--- src/cpu_settings.svh ---
`ifndef CPU_SETTINGS_SVH
`define CPU_SETTINGS_SVH

// Datapath width of the accumulator and data memory
`define CPU_WORD_BITS 16

// Address width of each memory, 256 words apiece
`define CPU_ADDR_BITS 8

// Receiver buffer depth, also the credit count after reset
`define CPU_OUT_CREDITS 4

`endif

--- src/word_memory.sv ---
`include "cpu_settings.svh"

module word_memory #(
    parameter type payload_t = logic [`CPU_WORD_BITS-1:0]  // Stored word type
) (
    input  logic                      clock,
    input  logic                      write_en,
    input  logic [`CPU_ADDR_BITS-1:0] write_addr,
    input  payload_t                  write_data,
    input  logic                      read_en,
    input  logic [`CPU_ADDR_BITS-1:0] read_addr,
    output payload_t                  read_data
);

    localparam int mem_depth = 1 << `CPU_ADDR_BITS;  // Full address space

    payload_t mem [mem_depth];  // Contents start unknown

    always_ff @(posedge clock) begin
        if (write_en) begin
            mem[write_addr] <= write_data;  // Lands on this edge
        end
        if (read_en) begin
            read_data <= mem[read_addr];  // Valid next cycle, old data on collision
        end
    end

    // An enabled port with an unknown address would corrupt or return garbage
    write_addr_known: assert property (
        @(posedge clock) write_en |-> !$isunknown(write_addr)
    ) else $error("word_memory write with unknown address");

    read_addr_known: assert property (
        @(posedge clock) read_en |-> !$isunknown(read_addr)
    ) else $error("word_memory read with unknown address");

endmodule

--- config.mk ---
export PLATFORM = sky130hd
export DESIGN_NAME = word_memory
export DESIGN_NICKNAME = d
export VERILOG_FILES = /design/src/word_memory.sv
export VERILOG_INCLUDE_DIRS = /design/src /design/src/src
export SDC_FILE = /design/constraint.sdc
export NUM_CORES = 2
export LEC_CHECK = 0
export ABC_AREA = 1
export BUFFER_PORTS_ARGS = -buffer_cell sky130_fd_sc_hd__buf_2
export CAP_MARGIN = 10
export CORE_MARGIN = 4
export CORE_UTILIZATION = 57
export DETAILED_ROUTE_END_ITERATION = 12
export HOLD_SLACK_MARGIN = 0.15
export PLACE_DENSITY_LB_ADDON = 0.2
export SETUP_SLACK_MARGIN = 0.02
export SLEW_MARGIN = 10
export SYNTH_ARGS = -nofsm -noshare
export SYNTH_HDL_FRONTEND = slang
export SYNTH_SLANG_ARGS = --single-unit
export TNS_END_PERCENT = 1
--- constraint.sdc ---
create_clock -name clock -period 1.75 [get_ports clock]
set_input_delay 0.0875 -clock clock [delete_from_list [all_inputs] [get_ports clock]]
set_output_delay 0.0875 -clock clock [all_outputs]
set_load 0.03 [all_outputs]
* Word level (Yosys, flattened, before mapping)
Memory sizes are Yosys's and may differ from the RTL's. A register that Yosys moved wholly into a read port is not among the register bits. Index checks and enable logic that the tools add are counted. Widths: inputs -> output; s select.
Operators by class: add/subtract/negate cells 0, multiply operators 0, divide/modulo/power cells 0, magnitude comparators 0, eq/ne operators 0, shifts and indexed selects 0, multiplexer cells 2, bitwise operators 0, reductions and logical operators 0
Operators by type and width (count):
- $mux 1 | 2
Storage, ports and cells: register bits 0, bits in latches 0, RAM bits 4096, ROM bits 0, input bits 35, logic and storage cells 3, memories kept 1
Memory list:
- mem | words 256, width 16, read ports 1, clocked after Yosys merged registers in 1, write ports 1, RTL line word_memory.sv:17 | payload_t mem [mem_depth];

* Logic depth before layout (Yosys ltp)
depth after elaboration 2, mapped depth 15

* Worst setup path after synthesis
No wires, ideal clock.
path type in2reg, from input port write_en, to memory mem[164][0] (netlist bit) (enable), data arrival time 1540 ps, required time 1362 ps, path slack -178 ps, stages 4, path buffers 2, cells stage by stage clkbuf_1 > nand3_1 > clkbuf_1 > nor2_1
On the way: cells in the longest elaborated chain, start to end 2
Ends and longest elaborated chain:
- start: declaration | RTL line word_memory.sv:7 | input logic write_en,
- $mux 1 | RTL line word_memory.sv:20 | if (write_en) begin
- $mux 1 (implied by the code) | RTL line word_memory.sv:21 | mem[write_addr] <= write_data;
- end: declaration | RTL line word_memory.sv:17
Every way passes these cells.

* Worst setup path after layout
from register read_data[0] (netlist bit), read port of mem, to output port read_data[0] (netlist bit)
RTL lines:
- start: declaration | RTL line word_memory.sv:12 | output payload_t read_data
No word-level cell between the ends.

==> results.yml <==
status:
  run_status: "finished, violations left"
  violations: "setup timing"
synth:
  synth_area_per_cell_um2: 12.2
  synth.yosys.seq_area_share_pct: 74.4
  synthesized_area_um2: 166000
  postSynthNetCount: 13700
  synth.distinct_cells: 14
  post_synth_inst_count: 13600
  synthesis.yosys.warnings: 0
  yosys_register_bits: 4112
finish:
  final_util_pct: 68.6
  post-route-cell-area_um2: 198000
  final_layout_size_suffix_gt1_share_pct: 15.5
  layout_fillers: 19600
  syn_to_final_growth_pct: 19.4
  finalNetCount: 14500
global_route:
  pin_count_of_the_biggest_net_entering_global_routing: 88
  grt_pass1_wl_mm: 744
  first_global_vias: 111000
  globalRouteTotalUtil_pct: 33.5
  antenna_violations_before_repair: 24
  grt_overflow_total: 0
critical_path:
  crit_start: "read_data[0]"
  worstSetupPathType: "flop to output port"
  worst_ep_required_time_ns: 1.66
  arrival_ns: 1.91
  r2r_start: "mem[94][6]"
  critPathLaunchType: "flop"
  timing.critical_path.fanout_max: 1
  worst_path_largest_cell_delay_ns: 0.71
  crit_buf_inv: 1
  critical_path.slowest_cell: "sky130_fd_sc_hd__edfxtp_1"
  worst-path-stages: 1
  critical_path.endpoint_type: "output port"
  crit_path_cell_trace: "buf_6"
  timing.critical_path.to: "read_data[0]"
  r2r-end: "read_data[6]"
  timing.reg2reg.setup_slack_ns: -0.16
  ff2ff_path_depth: 10
  cpLargestDelayFamily: "flip-flops"
detailed_routing:
  drtIter0Drc: 18400
  vias: 117000
  met3_wirelength_mm: 62.2
  m1WireLength_mm: 185
  top_layer: "met5"
  post_drt_wl_per_cell_um: 27.4
  antenna_left: 0
  met2_length_mm: 233
  detail_route.first_pass.iterations: 7
  vias_per_cell: 6.22
  count_of_unresolved_drc_violations_after_routing: 0
  routed_wirelength_mm: 513
pwr:
  power_frac_clock_pct: 40.9
  switching_share_pct: 23.1
  finalPower_uw: 212000
  power_report.internal_total_uw: 163000
  power.net_switching_uw: 48800
  vdd_ir_drop_max_uv: 1050
  leakage_uw: 0.0709
  power_density_nw_per_um2: 1070
  p_seq_share_pct: 51.4
  comb_power_share_pct: 7.6
sta:
  final.hold.worst_slack_ns: 0.195
  fmax_mhz: 500
  setup_viol: 44
  finClkSkew_ns: 0.0696
  finalCriticalPeriod_ns: 2.00
  min_period_over_period_pct: 114
  maxSlewHeadroom_pct: 18.2
  tightest_slew_ns: 1.22
  rsz0062_at_grt: "true"
  final-hold-violation-count: 0
  setup_ws_ns: -0.250
  final-max-slew-violation-count: 0
run:
  maxCapViolations: 0
clock_network:
  cts_tree: "done"
  clock_tree.root_cell: "sky130_fd_sc_hd__clkbuf_16"
  ctsLongestPathBuffers: 4
  post-cts-setup-buffer-count: 0
  number_of_buffers_inserted_during_clock_tree_synthesis: 410
  clock_net_sink_count: 4112
  worst_skew_pair.late_latency_ns: 0.97
  clock_tree.htree_level_count: 5
  worst_path_clk_slew_ns: 0.06
place:
  io_buffers: 50
  total_cell_area_at_the_placement_stage_um2: 182000
  detailed_place_hpwl_mm: 320
  routability_congestion_estimate: 1.00
  detailedPlace.worstSlack_ns: -1.23
floorplanning:
  horizontal_extent_of_the_die_um: 547
  ioPinCount: 51
  design.die.area_um2: 300000
  floorplan_die_height_um: 547
  initial_utilization_pct: 57.4
  core_area_um2: 289000
  std_cell_rows: 197
worst_hold_path:
  min-delay-path-class: "primary input to flop"
-- Yosys cell counts, drive strengths merged --
cell type,number,area (µm²)
buf,783,4600
clkbuf,154,578
edfxtp,4112,123000
inv,39,151
nand2,4211,15800
nand3,4035,20200
nor2,283,1060
-- per-layer routing --
| layer | track usage [%] | vias up |
|---|---|---|
| li1 | - | 50500 |
| met1 | 45.8 | 56900 |
| met2 | 51.0 | 7900 |
| met3 | 7.11 | 1333 |
| met4 | 18.2 | 6 |
| met5 | 0 | - |
-- stage by stage --
step,std cells,setup TNS (ns)
2_1_floorplan,13600,-190.39
3_3_place_gp,17900,-26.18
3_5_place_dp,17900,-27.68
4_1_cts,18700,-3.41
5_1_grt,18700,-3.51
6_report,18700,-2.95
-- cell usage in the layout, fill, tap and decap left out --
cell type                        netlist  layout
sky130_fd_sc_hd__buf_12                1     502
sky130_fd_sc_hd__buf_2               495      12
sky130_fd_sc_hd__buf_4               163     808
sky130_fd_sc_hd__buf_6                53      18
sky130_fd_sc_hd__buf_8                 1      19
sky130_fd_sc_hd__bufinv_16             0      39
sky130_fd_sc_hd__clkbuf_1            154      68
sky130_fd_sc_hd__clkbuf_16             0     413
sky130_fd_sc_hd__clkinv_1              0     106
sky130_fd_sc_hd__clkinv_16             0       9
sky130_fd_sc_hd__clkinv_2              0      85
sky130_fd_sc_hd__clkinv_4              0       5
sky130_fd_sc_hd__clkinv_8              0       4
sky130_fd_sc_hd__clkinvlp_4            0      13
sky130_fd_sc_hd__diode_2               0      14
sky130_fd_sc_hd__dlygate4sd3_1         0      45
sky130_fd_sc_hd__dlymetal6s4s_1        0       1
sky130_fd_sc_hd__edfxtp_1           4112    4112
sky130_fd_sc_hd__inv_1                35      33
sky130_fd_sc_hd__inv_16                0       7
sky130_fd_sc_hd__inv_2                 2       1
sky130_fd_sc_hd__inv_6                 0       6
sky130_fd_sc_hd__inv_8                 0       2
sky130_fd_sc_hd__nand2_1            4211    4189
sky130_fd_sc_hd__nand2_2               0      22
sky130_fd_sc_hd__nand3_1            4035    3731
sky130_fd_sc_hd__nand3_2               0     235
sky130_fd_sc_hd__nand3_4               0      69
sky130_fd_sc_hd__nor2_1              283     259
sky130_fd_sc_hd__nor2_2                0      23
sky130_fd_sc_hd__nor2_4                0       1
-- worst min path at each step --
stage	cells past startpoint	startpoint	to	slack, ns
2_1_floorplan	0	write_data[0]	mem[0][0]	0.19
3_3_place_gp	1	write_data[10]	mem[244][10]	0.43
3_5_place_dp	1	write_data[10]	mem[244][10]	0.42
4_1_cts	8	read_addr[4]	read_data[7]	0.16
5_1_grt	8	read_addr[4]	read_data[7]	0.19
6_report	2	write_data[1]	mem[99][1]	0.19
-- kinds of logic (layout without fill, tap and decap cells) --
kind of cell | after synthesis | in the layout | synth area share [%]
and+or+nand+nor | 8529 | 8529 | 22.3
other | 0 | 14 | 0
buffers and inverters | 976 | 2196 | 3.21
DFF | 4112 | 4112 | 74.4
-- sequential cells by signal, summed over array words and instances, names as in the netlist --
| name | count |
|---|---|
| read_data | 16 |
| mem | 4096 |
-- power by group through the flow --
stage | Combinational, µW | Clock, µW | Sequential, µW
2_1_floorplan | 6710 | 0 | 111000
3_3_place_gp | 14700 | 0 | 111000
3_5_place_dp | 14900 | 0 | 111000
4_1_cts | 15500 | 87100 | 109000
5_1_grt | 16900 | 91500 | 109000
6_report | 16200 | 86600 | 109000
-- area by class of cell --
type | count | area [µm²] | share of cell area, %
Sequential cell | 4112 | 123000 | 62.3
Multi-Input combinational cell | 8529 | 39200 | 19.8
Timing Repair Buffer | 1405 | 17100 | 8.64
Clock buffer | 481 | 10600 | 5.35
Tap cell | 3880 | 4850 | 2.45
Clock inverter | 271 | 2620 | 1.32
Inverter | 39 | 199 | 0.100
Antenna cell | 14 | 35.0 | 0.0177
-- repair_timing --
action,in CTS,in global routing
pin swaps,11,30
resized for setup,225,200
endpoints found under the hold margin,5102,0
hold buffers,46,0
setup endpoints to repair,32,290
Power figures use the tool's default switching activity.
