--- config.mk ---
export PLATFORM = sky130hd
export DESIGN_NAME = sequencer
export DESIGN_NICKNAME = d
export VERILOG_FILES = /design/src/isa_pkg.sv /design/src/port_pkg.sv /design/src/alu.sv /design/src/sequencer.sv
export VERILOG_INCLUDE_DIRS = /design/src /design/src/src
export SDC_FILE = /design/constraint.sdc
export NUM_CORES = 1
export LEC_CHECK = 0
export ABC_AREA = 1
export BUFFER_PORTS_ARGS = -buffer_cell sky130_fd_sc_hd__buf_2
export CORE_UTILIZATION = 59
export DETAILED_ROUTE_END_ITERATION = 10
export GPL_ROUTABILITY_DRIVEN = 0
export GPL_TIMING_DRIVEN = 0
export MAX_ROUTING_LAYER = met4
export PLACE_DENSITY = 0.87
export SKIP_CTS_REPAIR_TIMING = 1
export SYNTH_ARGS = -nofsm -noshare
export SYNTH_HDL_FRONTEND = slang
export SYNTH_HIERARCHICAL = 1
export SYNTH_SLANG_ARGS = --single-unit
--- constraint.sdc ---
create_clock -name clock -period 3.02 [get_ports clock]
set_clock_uncertainty 0.15 [all_clocks]
set_input_delay 0.906 -clock clock [delete_from_list [all_inputs] [get_ports clock]]
set_output_delay 0.906 -clock clock [all_outputs]
set_load 0.05 [all_outputs]
--- src/cpu_settings.svh ---
`ifndef CPU_SETTINGS_SVH
`define CPU_SETTINGS_SVH

// Datapath width of the accumulator and data memory
`define CPU_WORD_BITS 16

// Address width of each memory, 256 words apiece
`define CPU_ADDR_BITS 8

// Receiver buffer depth, also the credit count after reset
`define CPU_OUT_CREDITS 4

`endif

--- src/isa_pkg.sv ---
package isa_pkg;

    // Full 4-bit opcode space, no undefined codes
    typedef enum logic [3:0] {
        op_load  = 4'h0,  // acc = dmem[addr]
        op_store = 4'h1,  // dmem[addr] = acc
        op_loadi = 4'h2,  // acc = zero-extended operand
        op_add   = 4'h3,  // acc = acc + dmem[addr]
        op_sub   = 4'h4,  // acc = acc - dmem[addr]
        op_and   = 4'h5,  // Bitwise with memory word
        op_or    = 4'h6,
        op_xor   = 4'h7,
        op_shl   = 4'h8,  // Shift left by one, zero fill
        op_shr   = 4'h9,  // Shift right by one, zero fill
        op_rol   = 4'ha,  // Rotate left by one
        op_jump  = 4'hb,  // PC = addr
        op_skipz = 4'hc,  // Skip next when acc is zero
        op_skipn = 4'hd,  // Skip next when acc is negative
        op_out   = 4'he,  // Send acc on output stream
        op_halt  = 4'hf   // Stop and raise halted
    } opcode_e;

    // One instruction word, opcode in the top nibble
    typedef struct packed {
        opcode_e     op;
        logic [11:0] operand;  // Address or immediate
    } instr_t;

endpackage

--- src/port_pkg.sv ---
`include "cpu_settings.svh"

package port_pkg;

    // Host write into either memory while idle
    typedef struct packed {
        logic                      valid;
        logic                      to_data;  // 1 = data memory, 0 = instruction memory
        logic [`CPU_ADDR_BITS-1:0] addr;
        logic [`CPU_WORD_BITS-1:0] data;
    } load_req_t;

    // One beat of the OUT stream
    typedef struct packed {
        logic                      valid;
        logic [`CPU_WORD_BITS-1:0] data;
    } out_beat_t;

    // Next-PC choice made by the sequencer
    typedef enum logic [1:0] {
        pc_step = 2'd0,  // PC + 1
        pc_skip = 2'd1,  // PC + 2
        pc_jump = 2'd2,  // Operand address
        pc_hold = 2'd3   // Unchanged
    } pc_action_e;

endpackage

--- src/alu.sv ---
`include "cpu_settings.svh"

module alu
    import isa_pkg::*;
(
    input  opcode_e                   op,
    input  logic [`CPU_WORD_BITS-1:0] acc,      // Current accumulator
    input  logic [`CPU_WORD_BITS-1:0] operand,  // Memory word or immediate
    output logic [`CPU_WORD_BITS-1:0] result    // Next accumulator
);

    localparam int msb = `CPU_WORD_BITS - 1;  // Sign bit position

    always_comb begin
        case (op)
            op_load, op_loadi: begin
                result = operand;  // Straight load
            end
            op_add: begin
                result = acc + operand;  // Wraps modulo 2^16
            end
            op_sub: begin
                result = acc - operand;  // Wraps modulo 2^16
            end
            op_and: begin
                result = acc & operand;
            end
            op_or: begin
                result = acc | operand;
            end
            op_xor: begin
                result = acc ^ operand;
            end
            op_shl: begin
                result = {acc[msb-1:0], 1'b0};  // Zero into bit 0
            end
            op_shr: begin
                result = {1'b0, acc[msb:1]};  // Logical, zero into sign bit
            end
            op_rol: begin
                result = {acc[msb-1:0], acc[msb]};  // Sign bit wraps to bit 0
            end
            default: begin
                result = acc;  // Store, control and OUT keep acc
            end
        endcase
    end

endmodule

--- src/sequencer.sv ---
`include "cpu_settings.svh"

module sequencer
    import isa_pkg::*;
    import port_pkg::*;
(
    input  logic                      clock,
    input  logic                      reset,
    input  logic                      start,
    input  load_req_t                 load,
    input  instr_t                    instr,
    output logic                      fetch_req,
    output pc_action_e                pc_action,
    output logic                      dmem_read_en,
    output logic [`CPU_ADDR_BITS-1:0] dmem_read_addr,
    input  logic [`CPU_WORD_BITS-1:0] dmem_read_data,
    output logic                      dmem_write_en,
    output logic [`CPU_ADDR_BITS-1:0] dmem_write_addr,
    output logic [`CPU_WORD_BITS-1:0] dmem_write_data,
    output out_beat_t                 out,
    input  logic                      credit_return,
    output logic                      busy,
    output logic                      halted
);

    localparam int credit_bits = $clog2(`CPU_OUT_CREDITS + 1);  // Holds 0..full

    typedef enum logic [2:0] {
        st_idle,      // Waiting for start
        st_fetch,     // Read instruction at PC
        st_decode,    // Instruction valid, issue data read
        st_mem_wait,  // Data word arriving
        st_execute    // Update acc, PC, memory or output
    } state_e;

    state_e                    state;
    logic [`CPU_WORD_BITS-1:0] acc;
    logic [`CPU_WORD_BITS-1:0] alu_operand;  // Memory word or immediate
    logic [`CPU_WORD_BITS-1:0] alu_result;
    logic [credit_bits-1:0]    credits;      // Free slots at the receiver
    logic                      needs_read;   // Opcode reads a data word
    logic                      in_execute;
    logic                      send_beat;    // OUT with a credit available
    logic                      stalled;      // OUT with no credit
    logic                      store_now;

    assign needs_read = instr.op inside {op_load, op_add, op_sub, op_and, op_or, op_xor};
    assign in_execute = (state == st_execute);
    assign send_beat  = in_execute && (instr.op == op_out) && (credits != '0);
    assign stalled    = in_execute && (instr.op == op_out) && (credits == '0);
    assign store_now  = in_execute && (instr.op == op_store);
    assign busy       = (state != st_idle);
    assign fetch_req  = (state == st_fetch);

    assign alu_operand = (instr.op == op_loadi) ? `CPU_WORD_BITS'(instr.operand)
                                                : dmem_read_data;  // Zero-extend immediate

    alu u_alu (
        .op      (instr.op),
        .acc     (acc),
        .operand (alu_operand),
        .result  (alu_result)
    );

    // Data read issued in decode and held by memory through execute
    assign dmem_read_en   = (state == st_decode) && needs_read;
    assign dmem_read_addr = instr.operand[`CPU_ADDR_BITS-1:0];

    // STORE while running or host loads while idle
    assign dmem_write_en   = store_now || (!busy && load.valid && load.to_data);
    assign dmem_write_addr = busy ? instr.operand[`CPU_ADDR_BITS-1:0] : load.addr;
    assign dmem_write_data = busy ? acc : load.data;

    assign out.valid = send_beat;
    assign out.data  = acc;

    always_comb begin
        pc_action = pc_hold;  // PC moves only at end of execute
        if (in_execute) begin
            case (instr.op)
                op_jump:  pc_action = pc_jump;
                op_skipz: pc_action = (acc == '0) ? pc_skip : pc_step;
                op_skipn: pc_action = acc[`CPU_WORD_BITS-1] ? pc_skip : pc_step;
                op_out:   pc_action = stalled ? pc_hold : pc_step;
                op_halt:  pc_action = pc_hold;
                default:  pc_action = pc_step;
            endcase
        end
    end

    always_ff @(posedge clock or posedge reset) begin
        if (reset) begin
            state  <= st_idle;
            acc    <= '0;
            halted <= 1'b0;
        end else begin
            case (state)
                st_idle: begin
                    if (start) begin
                        state  <= st_fetch;  // Fetch unit clears PC on same edge
                        halted <= 1'b0;
                    end
                end
                st_fetch:    state <= st_decode;
                st_decode:   state <= needs_read ? st_mem_wait : st_execute;
                st_mem_wait: state <= st_execute;
                default: begin  // Execute
                    acc <= alu_result;  // Unchanged for non-acc opcodes
                    if (instr.op == op_halt) begin
                        state  <= st_idle;
                        halted <= 1'b1;
                    end else if (!stalled) begin
                        state <= st_fetch;
                    end
                end
            endcase
        end
    end

    always_ff @(posedge clock or posedge reset) begin
        if (reset) begin
            credits <= credit_bits'(`CPU_OUT_CREDITS);  // Receiver starts empty
        end else if (send_beat && !credit_return) begin
            credits <= credits - 1'b1;
        end else if (credit_return && !send_beat) begin
            credits <= credits + 1'b1;
        end
    end

    credit_bound: assert property (
        @(posedge clock) disable iff (reset)
        credits <= `CPU_OUT_CREDITS
    ) else $error("receiver returned more credits than it owns");

    load_while_idle: assert property (
        @(posedge clock) disable iff (reset)
        busy |-> !load.valid
    ) else $error("host load while running");

endmodule

Word-level counts from Yosys, hierarchy flattened
Index checks and enable logic that the tools add are counted.

$add $sub $neg: 4. Multiply operators: 0. Div/mod/pow operators: 0. $lt $le $gt $ge: 0. Equal/unequal tests: 21. Shift operators: 0. Muxes and demuxes: 19. Bitwise logic cells: 5. Reduce and logical (&&, ||, !) cells: 29.

Operators by type and width (count): 16-bit case mux with 9 select lines (1); 4-bit equality test (second input constant) (8); 16-bit 2-to-1 mux (2); 3-bit 2-to-1 mux (6); 16-bit adder (1); 16-bit bitwise AND (1); 4-bit by 3-bit equality test with 1-bit output (second input constant) (4); 16-bit logical NOT (1); 16-bit bitwise OR (1); 16-bit subtractor (1); 16-bit XOR (1); 3-bit case mux with 4 select lines (1); 2-bit case mux with 5 select lines (1); 1-bit logical AND (9); 9-bit nonzero test (1); 4-bit by 2-bit equality test with 1-bit output (second input constant) (2); 8-bit 2-to-1 mux (1); 3-bit by 2-bit equality test with 1-bit output (second input constant) (2); 3-bit logical NOT (2); 6-bit by 2-bit inequality test with 1-bit output (second input constant) (1); 3-bit nonzero test (2); 6-bit nonzero test (1); 4-bit by 1-bit equality test with 1-bit output (second input constant) (1); 4-bit logical NOT (1); other kinds (17) (26).

Register bits after elaboration: 23. Bits in latches: 0. RAM bits: 0. ROM bits: 0. Input port bits: 62. Logic and storage cells: 82. Memories: 0.

Logic depth before layout (Yosys ltp)
Word-level depth: 7. Mapped depth: 28.

Modules after synthesis
Netlist, hierarchy kept.

Modules (own cells, without submodules): alu (instances 1, cells each 470, area an instance 2717.6 um^2); sequencer (instances 1, cells each 253, area an instance 1781.7 um^2).

Least setup slack after synthesis
Ideal clock, no wire load.

Path kind: input port to flip-flop. Start: input instr[15] (netlist bit). End: register acc[13]. Arrival time: 3728 ps. Path slack: -923 ps. Stages: 25. Path through: nor2_1 nand3_1 buf_2 o21ai_0 inv_1 ha_1 inv_1 nor3_2 nand2_1 nor3_2 nor2_1 xor2_1 inv_1 ha_1 nand2_1 inv_1 a21oi_1 nor2_1 nor2_1 nand2_1 nand2_1 nand3_1 a21oi_2 nand2_1 nand2_1.

Cells in the longest elaborated chain, start to end: 4.

RTL lines: from (decl) (RTL line sequencer.sv:11) `input instr_t instr,`; 4-bit by 2-bit equality test with 1-bit output (*) (RTL line sequencer.sv:55) `` assign alu_operand = (instr.op == op_loadi) ? `CPU_WORD_BITS'(instr.operand) ``; 16-bit 2-to-1 mux (*) (RTL line sequencer.sv:55); via alu_operand[0] (RTL line sequencer.sv:38) `` logic [`CPU_WORD_BITS-1:0] alu_operand; ``; 16-bit subtractor / 16-bit adder (equally long branches) (RTL line alu.sv:23, alu.sv:20); 16-bit case mux with 9 select lines (*) (RTL line alu.sv:15) `case (op)`; via alu_result[13] (RTL line sequencer.sv:39) `` logic [`CPU_WORD_BITS-1:0] alu_result; ``; to (signal assigned) (RTL line sequencer.sv:108) `acc <= alu_result;`; to (decl) (RTL line sequencer.sv:37) `` logic [`CPU_WORD_BITS-1:0] acc; ``.

The timed path passes the listed nets; every way through them passes the cells marked *. A chain may end at the register's enable or synchronous reset.

Worst setup path after layout
Start: input instr[15] (netlist bit). End: register acc[15].

Same word-level chain as after synthesis.

==> results.md <==
* Die W at 89.3 um
* Count of TritonRoute iterations in the first routing pass at 7
* Global-route usage over all layers at 37.3%
* WHS at 0.364 ns
* Worst-case clock buffer depth at 2
* Share of the yosys chip area belonging to registers at 12.8%
* Top cells by area, synth: sky130_fd_sc_hd__nand2_1, sky130_fd_sc_hd__ha_1, sky130_fd_sc_hd__dfrtp_1
* Proportion of layout cells with a drive suffix above 1 at 37.4%
* Critical-path maximum fanout at 7
* Post-place setup slack at -1.52 ns
* Cell area after layout at 5930 sq um
* Pint at 2.00 mW
* Cell count after synthesis at 723
* Post-synth top flop: sky130_fd_sc_hd__dfrtp_1
* Count of state elements after synthesis at 23
* Via density at 6.04
* Initial detailed-routing violation count at 988
* Final critical path time including I/O delays and setup at 4.22 ns
* Distinct cell type count after synthesis at 50
* Worst-margin pin slew at 1.00 ns
* Critical path origin: instr[15]
* WL met2 at 7.95 mm
* Post-layout net count at 974
* Type of destination of the critical path: flop
* Synth Net Count at 836
* Total net switching power at 3.60 mW
* Clock buffers created by TritonCTS at 3
* Total power density per cell area at 946 nW/um^2
* Detailed-routing wirelength on met1 at 5.87 mm
* Normalized max-slew margin at 33.0%
* Clk Tree Root Cell: sky130_fd_sc_hd__clkbuf_8
* Pins Over Slew Limit at 0
* Part of the total power dissipated in combinational logic at 81.6%
* Top-Level Pins at 118
* VDD IR max at 0.000852 V
* Mapped cell area at 4500 sq um
* Failing checks: setup timing
* CP Data Arrival Time at 4.29 ns
* Antenna viol nets, final at 0
* Final count of negative-setup-slack endpoints at 15
* Met3 WL post-DR at 1.91 mm
* Largest net degree at the start of global routing at 24
* Ant. Diodes at 0
* Count of flip-flops with a built-in enable after synthesis at 0
* Hold path startpoint: credits[0]$_DFFE_PP0P_
* Highest clock rate at 237 MHz
* H-tree depth at 1
* Final critical-path share of the clock period at 140%
* Standard cell area after detailed placement at 5370 sq um
* Status: finished, violations left
* Global-route wire length before repair at 22.4 mm
* Number of sinks handled by clock tree synthesis at 23
* Critical Setup Path Class: in -> reg
* Final core utilization at 80.9%
* HPWL reported at the end of detailed placement at 11.1 mm
* Area grow syn2layout at 31.8%
* PnR Total Power at 5.61 mW
* Routed WL per cell at 17.5 um
* Leakage power at 3.19 nW
* Max-cap check violation count at 0
* CP startpoint kind: input port
* Number of global-route vias before repair at 4939
* Final worst setup slack at -1.20 ns
* Core outline area at 7330 sq um
* DRC Markers at 0
* DRT Wirelength at 16.8 mm
* Vias after detailed routing at 5792
* Worst-Skew Late Latency at 0.29 ns
* Sw Share at 64.3%
* Clk pin slew, worst setup/hold paths at 0.12 ns
* Site Rows at 31
* Yosys top cell area share at 16.0%
* Async set or reset register ratio after synthesis at 100%
* Flop pwr share at 14.3%
* Critical register-to-register path startpoint: acc[0]$_DFFE_PP0N_
* Clock tree from TritonCTS: yes
* Clock power frac at 4.1%
* Die height at 89.3 um
* Port buffer count at 117
* Worst min-delay path category: reg -> reg
* Final Hold Vio Count at 0
* Synth area leader: sky130_fd_sc_hd__nand2_1
* Full die area at 7980 sq um
* Synthesis warning total at 6
* Starting density of the core at 61.4%
* Highest Signal Layer: met4
* Mean cell area of the mapped netlist at 6.22 sq um
* Overall overflow remaining after global route at 0
* Ranking of synthesized cells by instance count: sky130_fd_sc_hd__nand2_1, sky130_fd_sc_hd__inv_1, sky130_fd_sc_hd__nor2_1, sky130_fd_sc_hd__ha_1, sky130_fd_sc_hd__nand3_1
* Endpoint required time on the critical path at 3.10 ns
* RSZ-0062 raised after global routing: yes
* Number of antenna violations at the first check in global routing at 0
* Most common cell in the synthesized netlist: sky130_fd_sc_hd__nand2_1
==> flip-flops by register name, indices dropped and copies added, names as in the netlist <==
register and flops:
halted 1, state 3, acc 16, credits 3
==> worst max-delay path: stages <==
cell and delay (ns):
sky130_fd_sc_hd__buf_6 0.12, sky130_fd_sc_hd__nor2_4 0.11, sky130_fd_sc_hd__nand3_4 0.12, sky130_fd_sc_hd__buf_12 0.17, sky130_fd_sc_hd__nand2_4 0.07, sky130_fd_sc_hd__o21ai_4 0.07
sky130_fd_sc_hd__inv_2 0.10, sky130_fd_sc_hd__ha_4 0.15, sky130_fd_sc_hd__inv_2 0.04, sky130_fd_sc_hd__nor3_4 0.15, sky130_fd_sc_hd__nand2_2 0.11, sky130_fd_sc_hd__nor3_4 0.19
sky130_fd_sc_hd__nand3_2 0.16, sky130_fd_sc_hd__o21ai_2 0.17, sky130_fd_sc_hd__xor2_1 0.09, sky130_fd_sc_hd__ha_2 0.41, sky130_fd_sc_hd__nand2_1 0.16, sky130_fd_sc_hd__nor2_1 0.19
sky130_fd_sc_hd__nand2_1 0.11, sky130_fd_sc_hd__nand2_1 0.08, sky130_fd_sc_hd__a21oi_2 0.04, sky130_fd_sc_hd__nand3_1 0.09, sky130_fd_sc_hd__nand3_2 0.11, sky130_fd_sc_hd__a21oi_2 0.19
sky130_fd_sc_hd__nand2_1 0.08, sky130_fd_sc_hd__o21ai_1 0.09
==> placed cells by master (no fill, tap or decap), types with 11 or more instances in the layout <==
cell,instances
sky130_fd_sc_hd__nand2_1,166
sky130_fd_sc_hd__buf_2,115
sky130_fd_sc_hd__dfrtp_1,22
sky130_fd_sc_hd__inv_1,91
sky130_fd_sc_hd__xor2_1,13
sky130_fd_sc_hd__a21oi_2,24
sky130_fd_sc_hd__nand3_1,27
sky130_fd_sc_hd__ha_1,40
sky130_fd_sc_hd__nand3_2,11
sky130_fd_sc_hd__mux2_4,12
sky130_fd_sc_hd__nand2_2,26
sky130_fd_sc_hd__a21oi_1,16
sky130_fd_sc_hd__buf_4,28
sky130_fd_sc_hd__nor2_1,90
sky130_fd_sc_hd__inv_2,15
sky130_fd_sc_hd__o21ai_0,18
==> routing by layer <==
layer,vias to the layer above,global-route usage (%)
met2,486,63.1
li1,2584,-
met5,-,-
met1,2563,43.5
met4,0,19.5
met3,159,4.34
==> through the flow <==
| stage | instances | setup TNS [ns] |
|---|---|---|
| 6_report | 959 | -11.19 |
| 5_1_grt | 959 | -12.85 |
| 4_1_cts | 943 | -11.32 |
| 3_5_place_dp | 939 | -15.64 |
| 3_3_place_gp | 939 | -14.38 |
| 2_1_floorplan | 723 | -6.39 |
==> power by group through the flow <==
stage               combinational, mW  clock (mW)  sequential (mW)
finish                           4.58       0.228            0.801
global route                     4.89       0.237            0.817
CTS                              4.09       0.218            0.778
detailed placement               4.07           0            0.783
global placement                 3.96           0            0.775
floorplan                        2.91           0             1.03
==> worst paths after layout <==
path                                          endpoint  slack, ns  cells past startpoint
worst max-delay path               acc[15]$_DFFE_PP0N_      -1.20                     26
worst min-delay path            credits[0]$_DFFE_PP0P_       0.36                      1
worst max register to register     acc[14]$_DFFE_PP0N_       0.41                     14
worst min register to register  credits[0]$_DFFE_PP0P_       0.36                      1
max in group asynchronous          acc[10]$_DFFE_PP0N_       1.42                      2
min in group asynchronous         state[2]$_DFFE_PP0P_       0.69                      2
==> kinds of logic (layout without fill, tap and decap cells) <==
logic type               after synthesis  count (layout)  share of synthesized area (%)
AO/OA/AOI/OAI                        109             109                           16.0
buffers and inverters                136             273                           13.4
XOR/XNOR                              16              16                           3.11
AND/OR/NAND/NOR                      376             376                           36.2
multiplexers                          12              12                           4.00
adder cells (fa/ha/maj)               51              51                           14.5
flip-flops                            23              23                           12.8
==> area by class of cell <==
class                           count  area (sq um)
Multi-Input combinational cell    564          3780
Fill cell                         485          1400
Timing Repair Buffer              133           769
Sequential cell                    23           577
Inverter                          110           427
Buffer                             26           205
Tap cell                           99           124
Clock buffer                        3          41.3
Clock inverter                      1          5.00
(Power assumes the default switching activity.)
